$ cat src/piso_pkg.sv
package piso_pkg;

    // =========================================================
    // Sizing
    // =========================================================
    parameter int DATA_W_DEF = 64;          // Wide side and chunk bus width

    // Width field must hold the value DATA_W itself
    function automatic int clog2_plus1(input int val);
        return $clog2(val) + 1;
    endfunction

    // =========================================================
    // Register map
    // =========================================================
    typedef enum logic [1:0] {
        REG_CTRL   = 2'd0,                  // Enable and soft clear
        REG_BW     = 2'd1,                  // Input and output widths
        REG_STATUS = 2'd2,                  // Serializer busy
        REG_PKTS   = 2'd3                   // Finished packet count
    } reg_addr_e;

    parameter int CTRL_EN_BIT     = 0;
    parameter int CTRL_CLR_BIT    = 1;      // Self-clearing
    parameter int BW_OUT_LSB      = 16;     // Output width in upper half
    parameter int STATUS_BUSY_BIT = 0;

    // =========================================================
    // Bus slave states
    // =========================================================
    typedef enum logic {
        WB_IDLE = 1'b0,                     // Waiting for cyc and stb
        WB_ACK  = 1'b1                      // Single ack cycle
    } wb_state_e;

endpackage

$ cat src/wb_cfg_regs.sv
`timescale 1ns/1ps

module wb_cfg_regs #(
    parameter int  DATA_W = piso_pkg::DATA_W_DEF,
    localparam int BW_W   = piso_pkg::clog2_plus1(DATA_W)
) (
    input  logic            CLK,
    input  logic            RST_N,
    input  logic            wb_cyc,
    input  logic            wb_stb,
    input  logic            wb_we,
    input  logic [1:0]      wb_adr,
    input  logic [31:0]     wb_dat_w,
    output logic [31:0]     wb_dat_r,
    output logic            wb_ack,
    input  logic            busy,
    input  logic            out_vld,
    input  logic            out_rdy,
    input  logic            out_last,
    output logic [BW_W-1:0] inp_bw,
    output logic [BW_W-1:0] out_bw,
    output logic            enable,
    output logic            soft_clr
);
    import piso_pkg::*;

    wb_state_e   state;
    reg_addr_e   adr;
    logic        req;                       // New access seen in idle
    logic        wr;
    logic [31:0] pkt_cnt;                   // Last chunks leaving the output slice

    assign adr    = reg_addr_e'(wb_adr);
    assign req    = wb_cyc & wb_stb & (state == WB_IDLE);
    assign wr     = req & wb_we;
    assign wb_ack = (state == WB_ACK);      // Exactly one cycle per access

    // =========================================================
    // Bus handshake
    // =========================================================
    always_ff @(posedge CLK or negedge RST_N) begin
        if (!RST_N) begin
            state <= WB_IDLE;
        end else if (state == WB_ACK) begin
            state <= WB_IDLE;               // Master drops stb after ack
        end else if (req) begin
            state <= WB_ACK;
        end
    end

    // Write lands on the idle edge so it is visible during ack
    always_ff @(posedge CLK or negedge RST_N) begin
        if (!RST_N) begin
            enable   <= 1'b0;
            soft_clr <= 1'b0;
            inp_bw   <= BW_W'(DATA_W);
            out_bw   <= BW_W'(DATA_W);
        end else begin
            soft_clr <= wr && (adr == REG_CTRL) && wb_dat_w[CTRL_CLR_BIT];  // Pulse
            if (wr && (adr == REG_CTRL))
                enable <= wb_dat_w[CTRL_EN_BIT];
            if (wr && (adr == REG_BW)) begin
                inp_bw <= wb_dat_w[BW_W-1:0];
                out_bw <= wb_dat_w[BW_OUT_LSB +: BW_W];
            end
        end
    end

    always_ff @(posedge CLK or negedge RST_N) begin
        if (!RST_N)
            pkt_cnt <= '0;
        else if (out_vld && out_rdy && out_last)
            pkt_cnt <= pkt_cnt + 32'd1;     // One per finished packet
    end

    // Read mux, sampled by master in the ack cycle
    always_comb begin
        wb_dat_r = '0;
        case (adr)
            REG_CTRL:   wb_dat_r[CTRL_EN_BIT] = enable;     // Clear bit reads 0
            REG_BW: begin
                wb_dat_r[BW_W-1:0]            = inp_bw;
                wb_dat_r[BW_OUT_LSB +: BW_W]  = out_bw;
            end
            REG_STATUS: wb_dat_r[STATUS_BUSY_BIT] = busy;
            REG_PKTS:   wb_dat_r = pkt_cnt;
            default:    wb_dat_r = '0;
        endcase
    end

    // Serializer needs a nonzero divisor of the input width
    a_bw_legal: assert property (@(posedge CLK) disable iff (!RST_N)
        enable |-> (out_bw != '0) && (out_bw <= inp_bw) && (inp_bw % out_bw == '0))
        else $error("bad width pair inp %0d out %0d", inp_bw, out_bw);

endmodule

$ cat src/stream_in_slice.sv
`timescale 1ns/1ps

module stream_in_slice #(
    parameter int DATA_W = piso_pkg::DATA_W_DEF
) (
    input  logic              CLK,
    input  logic              RST_N,
    input  logic              clr,
    input  logic              enable,
    input  logic [DATA_W-1:0] in_dat,
    input  logic              in_vld,
    input  logic              in_last,
    output logic              in_rdy,
    output logic [DATA_W-1:0] s_dat,
    output logic              s_vld,
    output logic              s_last,
    input  logic              s_rdy
);

    logic              skd_vld;             // Skid entry occupied
    logic [DATA_W-1:0] skd_dat;
    logic              skd_last;
    logic              acc;                 // Upstream handshake
    logic              main_ld;             // Main entry free or draining

    assign in_rdy  = enable & ~skd_vld;     // Registered term only plus enable
    assign acc     = in_vld & in_rdy;
    assign main_ld = ~s_vld | s_rdy;

    always_ff @(posedge CLK or negedge RST_N) begin
        if (!RST_N) begin
            s_vld   <= 1'b0;
            skd_vld <= 1'b0;
        end else if (clr) begin
            s_vld   <= 1'b0;                // Soft clear empties both entries
            skd_vld <= 1'b0;
        end else if (main_ld) begin
            s_vld   <= skd_vld | acc;       // Skid first, it is older
            skd_vld <= 1'b0;
        end else if (acc) begin
            skd_vld <= 1'b1;                // Stalled, park one beat
        end
    end

    always_ff @(posedge CLK) begin
        if (main_ld) begin
            s_dat  <= skd_vld ? skd_dat  : in_dat;
            s_last <= skd_vld ? skd_last : in_last;
        end
        if (!main_ld && acc) begin
            skd_dat  <= in_dat;
            skd_last <= in_last;
        end
    end

    // Upstream keeps a refused beat steady until it is taken
    a_hold_stable: assert property (@(posedge CLK) disable iff (!RST_N)
        (in_vld && !in_rdy) |=> (in_vld && $stable(in_dat) && $stable(in_last)));

endmodule

$ cat src/piso_flex.sv
`timescale 1ns/1ps

module piso_flex #(
    parameter int  DATA_W = piso_pkg::DATA_W_DEF,
    localparam int BW_W   = piso_pkg::clog2_plus1(DATA_W)
) (
    input  logic              CLK,
    input  logic              RST_N,
    input  logic              clr,
    input  logic [BW_W-1:0]   inp_bw,
    input  logic [BW_W-1:0]   out_bw,
    input  logic [DATA_W-1:0] in_dat,
    input  logic              in_vld,
    input  logic              in_last,
    output logic              in_rdy,
    output logic [DATA_W-1:0] out_dat,
    output logic              out_vld,
    output logic              out_last,
    input  logic              out_rdy,
    output logic              busy
);

    logic [BW_W-1:0]   count;               // Counts down, 0 means first chunk
    logic [BW_W-1:0]   num_shifts;          // Chunks per word
    logic [BW_W-1:0]   idx;                 // Chunk index in word
    logic [2*BW_W-1:0] shamt;
    logic              last_chunk;
    logic [DATA_W:0]   inp_mask_w;          // One spare bit for full width
    logic [DATA_W:0]   out_mask_w;
    logic [DATA_W-1:0] inp_mask;
    logic [DATA_W-1:0] out_mask;
    logic [DATA_W-1:0] shifted;

    // =========================================================
    // Chunk select
    // =========================================================
    assign num_shifts = inp_bw / out_bw;
    assign last_chunk = (count == BW_W'(1)) | (num_shifts == BW_W'(1));  // Ratio one
    assign idx        = (count == '0) ? '0 : num_shifts - count;
    assign shamt      = idx * out_bw;

    assign inp_mask_w = ((DATA_W+1)'(1) << inp_bw) - 1'b1;
    assign out_mask_w = ((DATA_W+1)'(1) << out_bw) - 1'b1;
    assign inp_mask   = inp_mask_w[DATA_W-1:0];
    assign out_mask   = out_mask_w[DATA_W-1:0];

    // Low bits first, nothing above the output width
    assign shifted = (in_dat & inp_mask) >> shamt;
    assign out_dat = shifted & out_mask;

    // =========================================================
    // Handshake
    // =========================================================
    assign out_vld  = in_vld;
    assign out_last = in_last & last_chunk;
    assign in_rdy   = in_vld & out_rdy & last_chunk;   // Word retires with final chunk
    assign busy     = in_vld | (count != '0);

    always_ff @(posedge CLK or negedge RST_N) begin
        if (!RST_N) begin
            count <= '0;
        end else if (clr) begin
            count <= '0;
        end else if (out_vld && out_rdy) begin
            if (last_chunk)
                count <= '0;                // Next word starts fresh
            else if (count == '0)
                count <= num_shifts - 1'b1;
            else
                count <= count - 1'b1;
        end
    end

endmodule

$ cat src/stream_out_slice.sv
`timescale 1ns/1ps

module stream_out_slice #(
    parameter int DATA_W = piso_pkg::DATA_W_DEF
) (
    input  logic              CLK,
    input  logic              RST_N,
    input  logic              clr,
    input  logic [DATA_W-1:0] s_dat,
    input  logic              s_vld,
    input  logic              s_last,
    output logic              s_rdy,
    output logic [DATA_W-1:0] out_dat,
    output logic              out_vld,
    output logic              out_last,
    input  logic              out_rdy
);

    logic [DATA_W-1:0] buf_dat  [2];        // Two entries, ring order
    logic              buf_last [2];
    logic              wr_ptr;
    logic              rd_ptr;
    logic [1:0]        cnt;                 // Occupancy 0 to 2
    logic              push;
    logic              pop;

    assign s_rdy    = (cnt != 2'd2);
    assign out_vld  = (cnt != 2'd0);
    assign out_dat  = buf_dat[rd_ptr];      // Head entry
    assign out_last = buf_last[rd_ptr];
    assign push     = s_vld & s_rdy;
    assign pop      = out_vld & out_rdy;

    always_ff @(posedge CLK or negedge RST_N) begin
        if (!RST_N) begin
            wr_ptr <= 1'b0;
            rd_ptr <= 1'b0;
            cnt    <= 2'd0;
        end else if (clr) begin
            wr_ptr <= 1'b0;
            rd_ptr <= 1'b0;
            cnt    <= 2'd0;
        end else begin
            wr_ptr <= wr_ptr ^ push;
            rd_ptr <= rd_ptr ^ pop;
            cnt    <= cnt + {1'b0, push} - {1'b0, pop};
        end
    end

    always_ff @(posedge CLK) begin
        if (push) begin
            buf_dat[wr_ptr]  <= s_dat;
            buf_last[wr_ptr] <= s_last;
        end
    end

    // Full entries refuse the chunk, which must wait upstream unchanged
    a_no_overflow: assert property (@(posedge CLK) disable iff (!RST_N)
        (s_vld && !s_rdy && !clr) |=> (s_vld && $stable(s_dat) && $stable(s_last)));

endmodule

$ cat src/piso_top.sv
`timescale 1ns/1ps

module piso_top #(
    parameter int  DATA_W = piso_pkg::DATA_W_DEF,
    localparam int BW_W   = piso_pkg::clog2_plus1(DATA_W)
) (
    input  logic              CLK,
    input  logic              RST_N,
    input  logic              wb_cyc,
    input  logic              wb_stb,
    input  logic              wb_we,
    input  logic [1:0]        wb_adr,
    input  logic [31:0]       wb_dat_w,
    output logic [31:0]       wb_dat_r,
    output logic              wb_ack,
    input  logic [DATA_W-1:0] in_dat,
    input  logic              in_vld,
    input  logic              in_last,
    output logic              in_rdy,
    output logic [DATA_W-1:0] out_dat,
    output logic              out_vld,
    output logic              out_last,
    input  logic              out_rdy
);

    logic [BW_W-1:0]   inp_bw;
    logic [BW_W-1:0]   out_bw;
    logic              enable;
    logic              soft_clr;
    logic              busy;
    logic [DATA_W-1:0] s1_dat;              // Input slice to serializer
    logic              s1_vld;
    logic              s1_last;
    logic              s1_rdy;
    logic [DATA_W-1:0] s2_dat;              // Serializer to output slice
    logic              s2_vld;
    logic              s2_last;
    logic              s2_rdy;

    wb_cfg_regs #(.DATA_W(DATA_W)) regs_i (.*);

    stream_in_slice #(.DATA_W(DATA_W)) in_slice_i (
        .CLK, .RST_N, .clr(soft_clr), .enable, .in_dat, .in_vld, .in_last, .in_rdy,
        .s_dat(s1_dat), .s_vld(s1_vld), .s_last(s1_last), .s_rdy(s1_rdy));

    piso_flex #(.DATA_W(DATA_W)) piso_i (
        .CLK, .RST_N, .clr(soft_clr), .inp_bw, .out_bw,
        .in_dat(s1_dat), .in_vld(s1_vld), .in_last(s1_last), .in_rdy(s1_rdy),
        .out_dat(s2_dat), .out_vld(s2_vld), .out_last(s2_last), .out_rdy(s2_rdy), .busy);

    stream_out_slice #(.DATA_W(DATA_W)) out_slice_i (
        .CLK, .RST_N, .clr(soft_clr), .s_dat(s2_dat), .s_vld(s2_vld), .s_last(s2_last),
        .s_rdy(s2_rdy), .out_dat, .out_vld, .out_last, .out_rdy);

endmodule

$ cat config.mk
export PLATFORM = sky130hd
export DESIGN_NAME = piso_top
export DESIGN_NICKNAME = d
export VERILOG_FILES = /design/src/piso_pkg.sv /design/src/wb_cfg_regs.sv /design/src/stream_in_slice.sv /design/src/piso_flex.sv /design/src/stream_out_slice.sv /design/src/piso_top.sv
export SDC_FILE = /design/constraint.sdc
export NUM_CORES = 1
export LEC_CHECK = 0
export ABC_AREA = 0
export BUFFER_PORTS_ARGS = -buffer_cell sky130_fd_sc_hd__buf_2
export CORE_MARGIN = 3
export CORE_UTILIZATION = 60
export CTS_BUF_LIST = sky130_fd_sc_hd__clkbuf_16
export DETAILED_ROUTE_END_ITERATION = 7
export PLACE_DENSITY_LB_ADDON = 0.05
export SYNTH_ARGS = -nofsm -noshare
export SYNTH_HDL_FRONTEND = slang
export SYNTH_SLANG_ARGS = --single-unit
$ cat constraint.sdc
create_clock -name CLK -period 21.2 [get_ports CLK]
set_input_delay 4.24 -clock CLK [delete_from_list [all_inputs] [get_ports CLK]]
set_output_delay 4.24 -clock CLK [all_outputs]
set_load 0.1 [all_outputs]
==> results of run 1 <==
kinds of logic (layout without fill, tap and decap cells):
group                    after synthesis  after routing  synth area share [%]
AO/OA/AOI/OAI                        577            577                  16.5
AND/OR/NAND/NOR                      794            794                  17.1
buffers and inverters                261            385                  4.38
flip-flops                           322            322                  40.1
XOR/XNOR                              77             77                  2.89
adder cells (fa/ha/maj)              105            105                  6.42
multiplexers                         259            259                  12.6
worst register-to-register path: cells and delay by family, from the launching register on:
kind	cells	cell delay (ns)
buffers and inverters	10	1.32
xor gates and xnor gates	2	0.45
adders and majority gates	13	4.97
DFF	1	0.44
AOI/OAI and AO/OA	40	8.29
and+or+nand+nor	12	3.23
layer usage:
metal / GRT usage [%] / vias to the layer above / wire length, µm
met3: 6.35 / 273 / 6460
met5: 0 / - / 0
li1: - / 9202 / -
met2: 57.4 / 1183 / 34800
met4: 18.0 / 0 / 4540
met1: 47.9 / 9867 / 30300
Yosys cell counts, types with 27 or more instances:
cell	instances	area [µm²]
edfxtp_1	260	7810
nand2_1	196	736
mux2_2	162	1820
nor2_1	156	586
clkbuf_1	139	522
a21oi_1	124	621
o21ai_0	124	621
nor3_1	112	561
mux2i_1	85	851
ha_1	80	1000
nand3_1	80	400
inv_1	75	282
and3_1	60	375
dfrtp_1	60	1500
xnor2_1	56	490
a211oi_1	41	308
a31oi_1	34	213
o21a_1	31	233
o31ai_1	27	203
stage by stage:
step | utilization (%) | setup slack, ns | std cells
3_3_place_gp | 65.1 | 3.05 | 2970
5_1_grt | 68.2 | 1.04 | 3030
4_1_cts | 68.2 | 2.55 | 3030
3_5_place_dp | 65.1 | 2.63 | 2970
6_report | 68.2 | 2.36 | 3030
2_1_floorplan | - | 4.66 | 2395
final timing paths:
kind / depth (start not counted) / slack, ns / from / endpoint
setup / recovery: 77 / 2.36 / regs_i.out_bw[1] / out_slice_i.buf_dat[0][22]
hold reg to reg: 1 / 0.46 / regs_i.wb_ack / regs_i.wb_ack
setup reg to reg: 77 / 2.36 / regs_i.out_bw[1] / out_slice_i.buf_dat[0][22]
min in group asynchronous: 2 / 3.90 / RST_N / regs_i.wb_ack
hold / removal: 1 / 0.46 / regs_i.wb_ack / regs_i.wb_ack
max in group asynchronous: 2 / 16.69 / RST_N / out_slice_i.rd_ptr
layout make-up:
cell class / count / area (µm²) / share of cell area, %
clock buffer: 34 / 851 / 3.28
clock inverter: 26 / 345 / 1.33
inverter: 81 / 304 / 1.17
multi-input combinational: 1812 / 13100 / 50.4
sequential: 322 / 9360 / 36.1
tap: 511 / 639 / 2.47
timing repair buffer: 244 / 1360 / 5.26
sequential cells by signal, indices dropped and copies added (netlist names):
name,count
in_slice_i.s_dat,64
in_slice_i.s_last,1
in_slice_i.s_vld,1
in_slice_i.skd_dat,64
in_slice_i.skd_last,1
in_slice_i.skd_vld,1
out_slice_i.buf_dat,128
out_slice_i.buf_last,2
out_slice_i.cnt,2
out_slice_i.rd_ptr,1
out_slice_i.wr_ptr,1
piso_i.count,7
regs_i.enable,1
regs_i.inp_bw,7
regs_i.out_bw,7
regs_i.pkt_cnt,32
regs_i.soft_clr,1
regs_i.wb_ack,1
==> results by group, run 1 <==
Yosys
  • Cell Area, Synth: 23400 µm²
  • Ys async rst share: 19.3%
  • Main flop type after synthesis: edfxtp_1
  • Yosys warns: 0
  • Synth unique cells: 104
  • Avg Inst Size Synth: 9.76 µm²
  • Syn Inst Count: 2395
  • Sequential fraction of the synthesis area: 40.1%
  • #FFs+latches synth: 322
  • Mapped Nets: 2606
  • EDFF count, synth: 260

Critical path
  • Slowest CP cell: nor4_2
  • Top cell by count, worst path: o21a_1
  • Crit path buf inv count: 10
  • CP Class: flop to flop
  • Critical path's largest stage delay: 0.79 ns
  • Delay-heaviest family, CP: compound AO/OA/AOI/OAI gates
  • CP Data Required Time: 21.62 ns
  • Critical path endpoint category: flop
  • CP max FO: 15
  • CP startpoint kind: flop
  • Crit path DAT: 19.26 ns

Floorplanning
  • CORE AREA: 38000 µm²
  • Starting Density: 61.5%
  • Row cnt: 71
  • I/O pin cnt: 206
  • Die span in y: 203 µm
  • Die area: 41400 µm²
  • Die X-Extent: 203 µm

Worst hold path
  • Worst Hold Class: flop to flop

Timing
  • Slew Limit Fails: 0
  • Final Hold Vio Count: 0
  • Rel. slew slack: 36.5%
  • F_max: 53.1 MHz
  • Slew @ Worst Pin: 0.952 ns
  • Setup_tns: 0 ns
  • Unrepaired setup endpoints after global routing: false
  • Clock period minus worst slack: 18.84 ns
  • Final setup fails: 0
  • Hold WS: 0.462 ns
  • Fin crit share: 88.9%
  • Setup skew after layout: 0.0162 ns

Drt
  • Post-DRT Antenna Nets: 0
  • DRC viols: 0
  • Via count: 20500
  • Iteration-0 DRC Markers: 2554
  • Drt pass-1 iters: 8
  • WL final: 76.1 mm
  • DR WL/cell: 25.1 µm
  • Vias/cell: 6.77

Global route
  • Initial antenna violation count: 0
  • Largest net degree at the start of global routing: 80
  • Grt total ovfl: 0
  • Vias in the first global route: 19600
  • Tot GR Track Use: 36.0%
  • First-pass GRT wire length: 116 mm

Clocking
  • CTS buffer count: 34
  • Clk Latency, worst-skew pair: 0.54 ns
  • Clock slew at reported path FFs: 0.06 ns
  • CTS tree: built
  • Maximum clock path buffer count: 3
  • Cts hold-fix bufs: 0
  • Clk sinks: 322
  • Postcts setup bufs: 0
  • H-tree depth: 2
  • CTS resizes: 0
  • Clk root buf: clkbuf_16

Final layout
  • Nets: 2706
  • Design Area, Final: 25900 µm²
  • Ratio of cells with drive above 1 in the final layout: 21.1%
  • # fillers: 2954
  • Synth-to-Final Area Change: 11.0%
  • Antenna cell count: 0
  • Most common cell after layout, fill and taps aside: edfxtp_1
  • Most frequent cells in the layout: 260 x edfxtp_1, 195 x nand2_1, 187 x buf_2

Placed design
  • Port Buffer Count: 187
  • Dpl cell area: 24700 µm²
  • Final Wtd Congestion: 1.02
  • DP HPWL: 55.2 mm

Flow run
  • Maxcap violations: 0

Run status
  • Status: finished clean
Power of run 1 is left out: the tool's default activity adds up to more than one toggle a clock period on the data nets, which glitch-free logic cannot reach.
==> run 2: changes to the inputs <==
==> constraint.sdc (replaced) <==
create_clock -name CLK -period 21.2 [get_ports CLK]
set_input_delay 0 -clock CLK [delete_from_list [all_inputs] [get_ports CLK]]
set_output_delay 0 -clock CLK [all_outputs]
set_load 0.1 [all_outputs]
==> run 2 against run 1 <==
Clock skew grew 0.0028 ns; worst hold slack worse by 0.28 ns; first-iteration DRC count is 4.6% lower; global-route usage grew 1.4 points; critical path depth is 2 lower; via count increased by 1.8%; critical path type unchanged; highest routed layer unchanged.
==> results by group, run 2 (synthesis gave the netlist of run 1 again) <==
Final layout
  • Ratio of cells with drive above 1 in the final layout: 19.9%
  • Largest register FFs: 128
  • Most frequent cells in the layout: 260 x edfxtp_1, 195 x nand2_1, 187 x buf_2
  • Regs by FF count: out_slice_i.buf_dat (128), in_slice_i.s_dat (64), in_slice_i.skd_dat (64)
  • # fillers: 2857
  • Nets: 2787
  • Synth-to-Final Area Change: 14.0%
  • Antenna cell count: 0
  • Top reg by flops: out_slice_i.buf_dat
  • Most common cell after layout, fill and taps aside: edfxtp_1

Critical path
  • CP max FO: 21
  • Slowest CP cell: a211oi_1
  • Crit path DAT: 19.25 ns
  • CP startpoint kind: flop
  • Worst R2R Setup Slack: 2.21 ns
  • Critical path's largest stage delay: 0.61 ns
  • CP Class: flop to flop
  • CP Data Required Time: 21.46 ns
  • Top cell by count, worst path: o21a_1
  • Critical path endpoint category: flop

Clocking
  • Clock slew at reported path FFs: 0.06 ns
  • Maximum clock path buffer count: 3
  • CTS resizes: 0
  • CTS tree: built
  • Clk root buf: clkbuf_16
  • H-tree depth: 2
  • Clk Latency, worst-skew pair: 0.55 ns
  • CTS buffer count: 34
  • Clk sinks: 322

Timing
  • Rel. slew slack: 28.0%
  • Slew Limit Fails: 0
  • Final setup fails: 0
  • Slew @ Worst Pin: 1.07 ns
  • Final Hold Vio Count: 0
  • Setup_tns: 0 ns
  • Unrepaired setup endpoints after global routing: false
  • Clock period minus worst slack: 18.99 ns
  • Fin crit share: 89.6%
  • F_max: 52.7 MHz
  • Setup skew after layout: 0.0190 ns

Global route
  • First-pass GRT wire length: 120 mm
  • Largest net degree at the start of global routing: 80
  • Grt total ovfl: 0
  • Vias in the first global route: 19900
  • Initial antenna violation count: 0
  • Tot GR Track Use: 37.4%

Floorplanning
  • Die X-Extent: 203 µm
  • I/O pin cnt: 206
  • Starting Density: 61.5%
  • Die area: 41400 µm²
  • Row cnt: 71
  • CORE AREA: 38000 µm²
  • Die span in y: 203 µm

Drt
  • WL final: 78.8 mm
  • Via count: 20900
  • Iteration-0 DRC Markers: 2437
  • DR WL/cell: 25.3 µm
  • Drt pass-1 iters: 8
  • Post-DRT Antenna Nets: 0
  • Vias/cell: 6.71
  • DRC viols: 0

Flow run
  • Maxcap violations: 0

Placed design
  • DP HPWL: 54.7 mm
  • Final Wtd Congestion: 1.06
  • Port Buffer Count: 187

Run status
  • Status: finished clean

Worst hold path
  • Worst Hold Class: input port to flop
[run 2: changes by cell type in the layout (fill, tap and decap cells not counted), sizes merged]
cell / change
dlygate4sd3: +86
inv: +6
buf: -5
bufinv: -5
clkinv: +2
clkinvlp: -2
clkbuf: +1
[run 2: area by class of cell]
| class | instances | area [µm²] | share of cell area [%] |
|---|---|---|---|
| well taps | 511 | 639 | 2.40 |
| clock buffers | 35 | 876 | 3.29 |
| repair buffers | 325 | 2190 | 8.21 |
| multi-input cells | 1812 | 13100 | 49.1 |
| flip-flops and latches | 322 | 9360 | 35.2 |
| clock inverters | 27 | 194 | 0.728 |
| inverters | 81 | 304 | 1.14 |
[run 2: repair_timing]
item                                   in CTS  in global routing
endpoints found under the hold margin     210                  0
hold buffers                               86                  0
buffers inserted                            0                  0
[run 2: worst paths after layout]
kind | start | end | cells past startpoint
setup / recovery | regs_i.out_bw[3] | out_slice_i.buf_dat[0][13] | 75
hold / removal | in_dat[60] | in_slice_i.skd_dat[60] | 2
setup reg to reg | regs_i.out_bw[3] | out_slice_i.buf_dat[0][13] | 75
hold reg to reg | regs_i.wb_ack | regs_i.wb_ack | 1
max in group asynchronous | RST_N | out_slice_i.rd_ptr | 3
min in group asynchronous | RST_N | in_slice_i.skd_vld | 3
[run 2: metrics by stage]
step	area (µm²)	std cells	setup WS (ns)	hold WS [ns]	util, %
2_1_floorplan	23400	2395	4.66	-0.296	-
3_3_place_gp	24700	2965	3.06	0.190	65.0
3_5_place_dp	24700	2965	2.62	0.192	65.0
4_1_cts	26600	3113	2.52	0.156	70.0
5_1_grt	26600	3113	0.783	0.175	70.0
6_report	26600	3113	2.21	0.181	70.0
[run 2: metal layers]
metal  GRT usage, %  wire, µm  vias to the layer above
met3           5.87      6810                      264
met4           18.0      4480                        0
li1               -         -                     9367
met5              0         0                        -
met1           49.6     30600                    10000
met2           60.6     36800                     1234
[run 2: critical path: cells and delay by family (launching register included)]
family / cells / cell delay (ns)
buffers and inverters: 8 / 1.17
AO/OA/AOI/OAI: 40 / 8.68
AND/OR/NAND/NOR: 12 / 2.93
flip-flops: 1 / 0.37
adder cells (fa/ha/maj): 13 / 4.97
XOR/XNOR: 2 / 0.48
Power of run 2 is left out for the same reason.
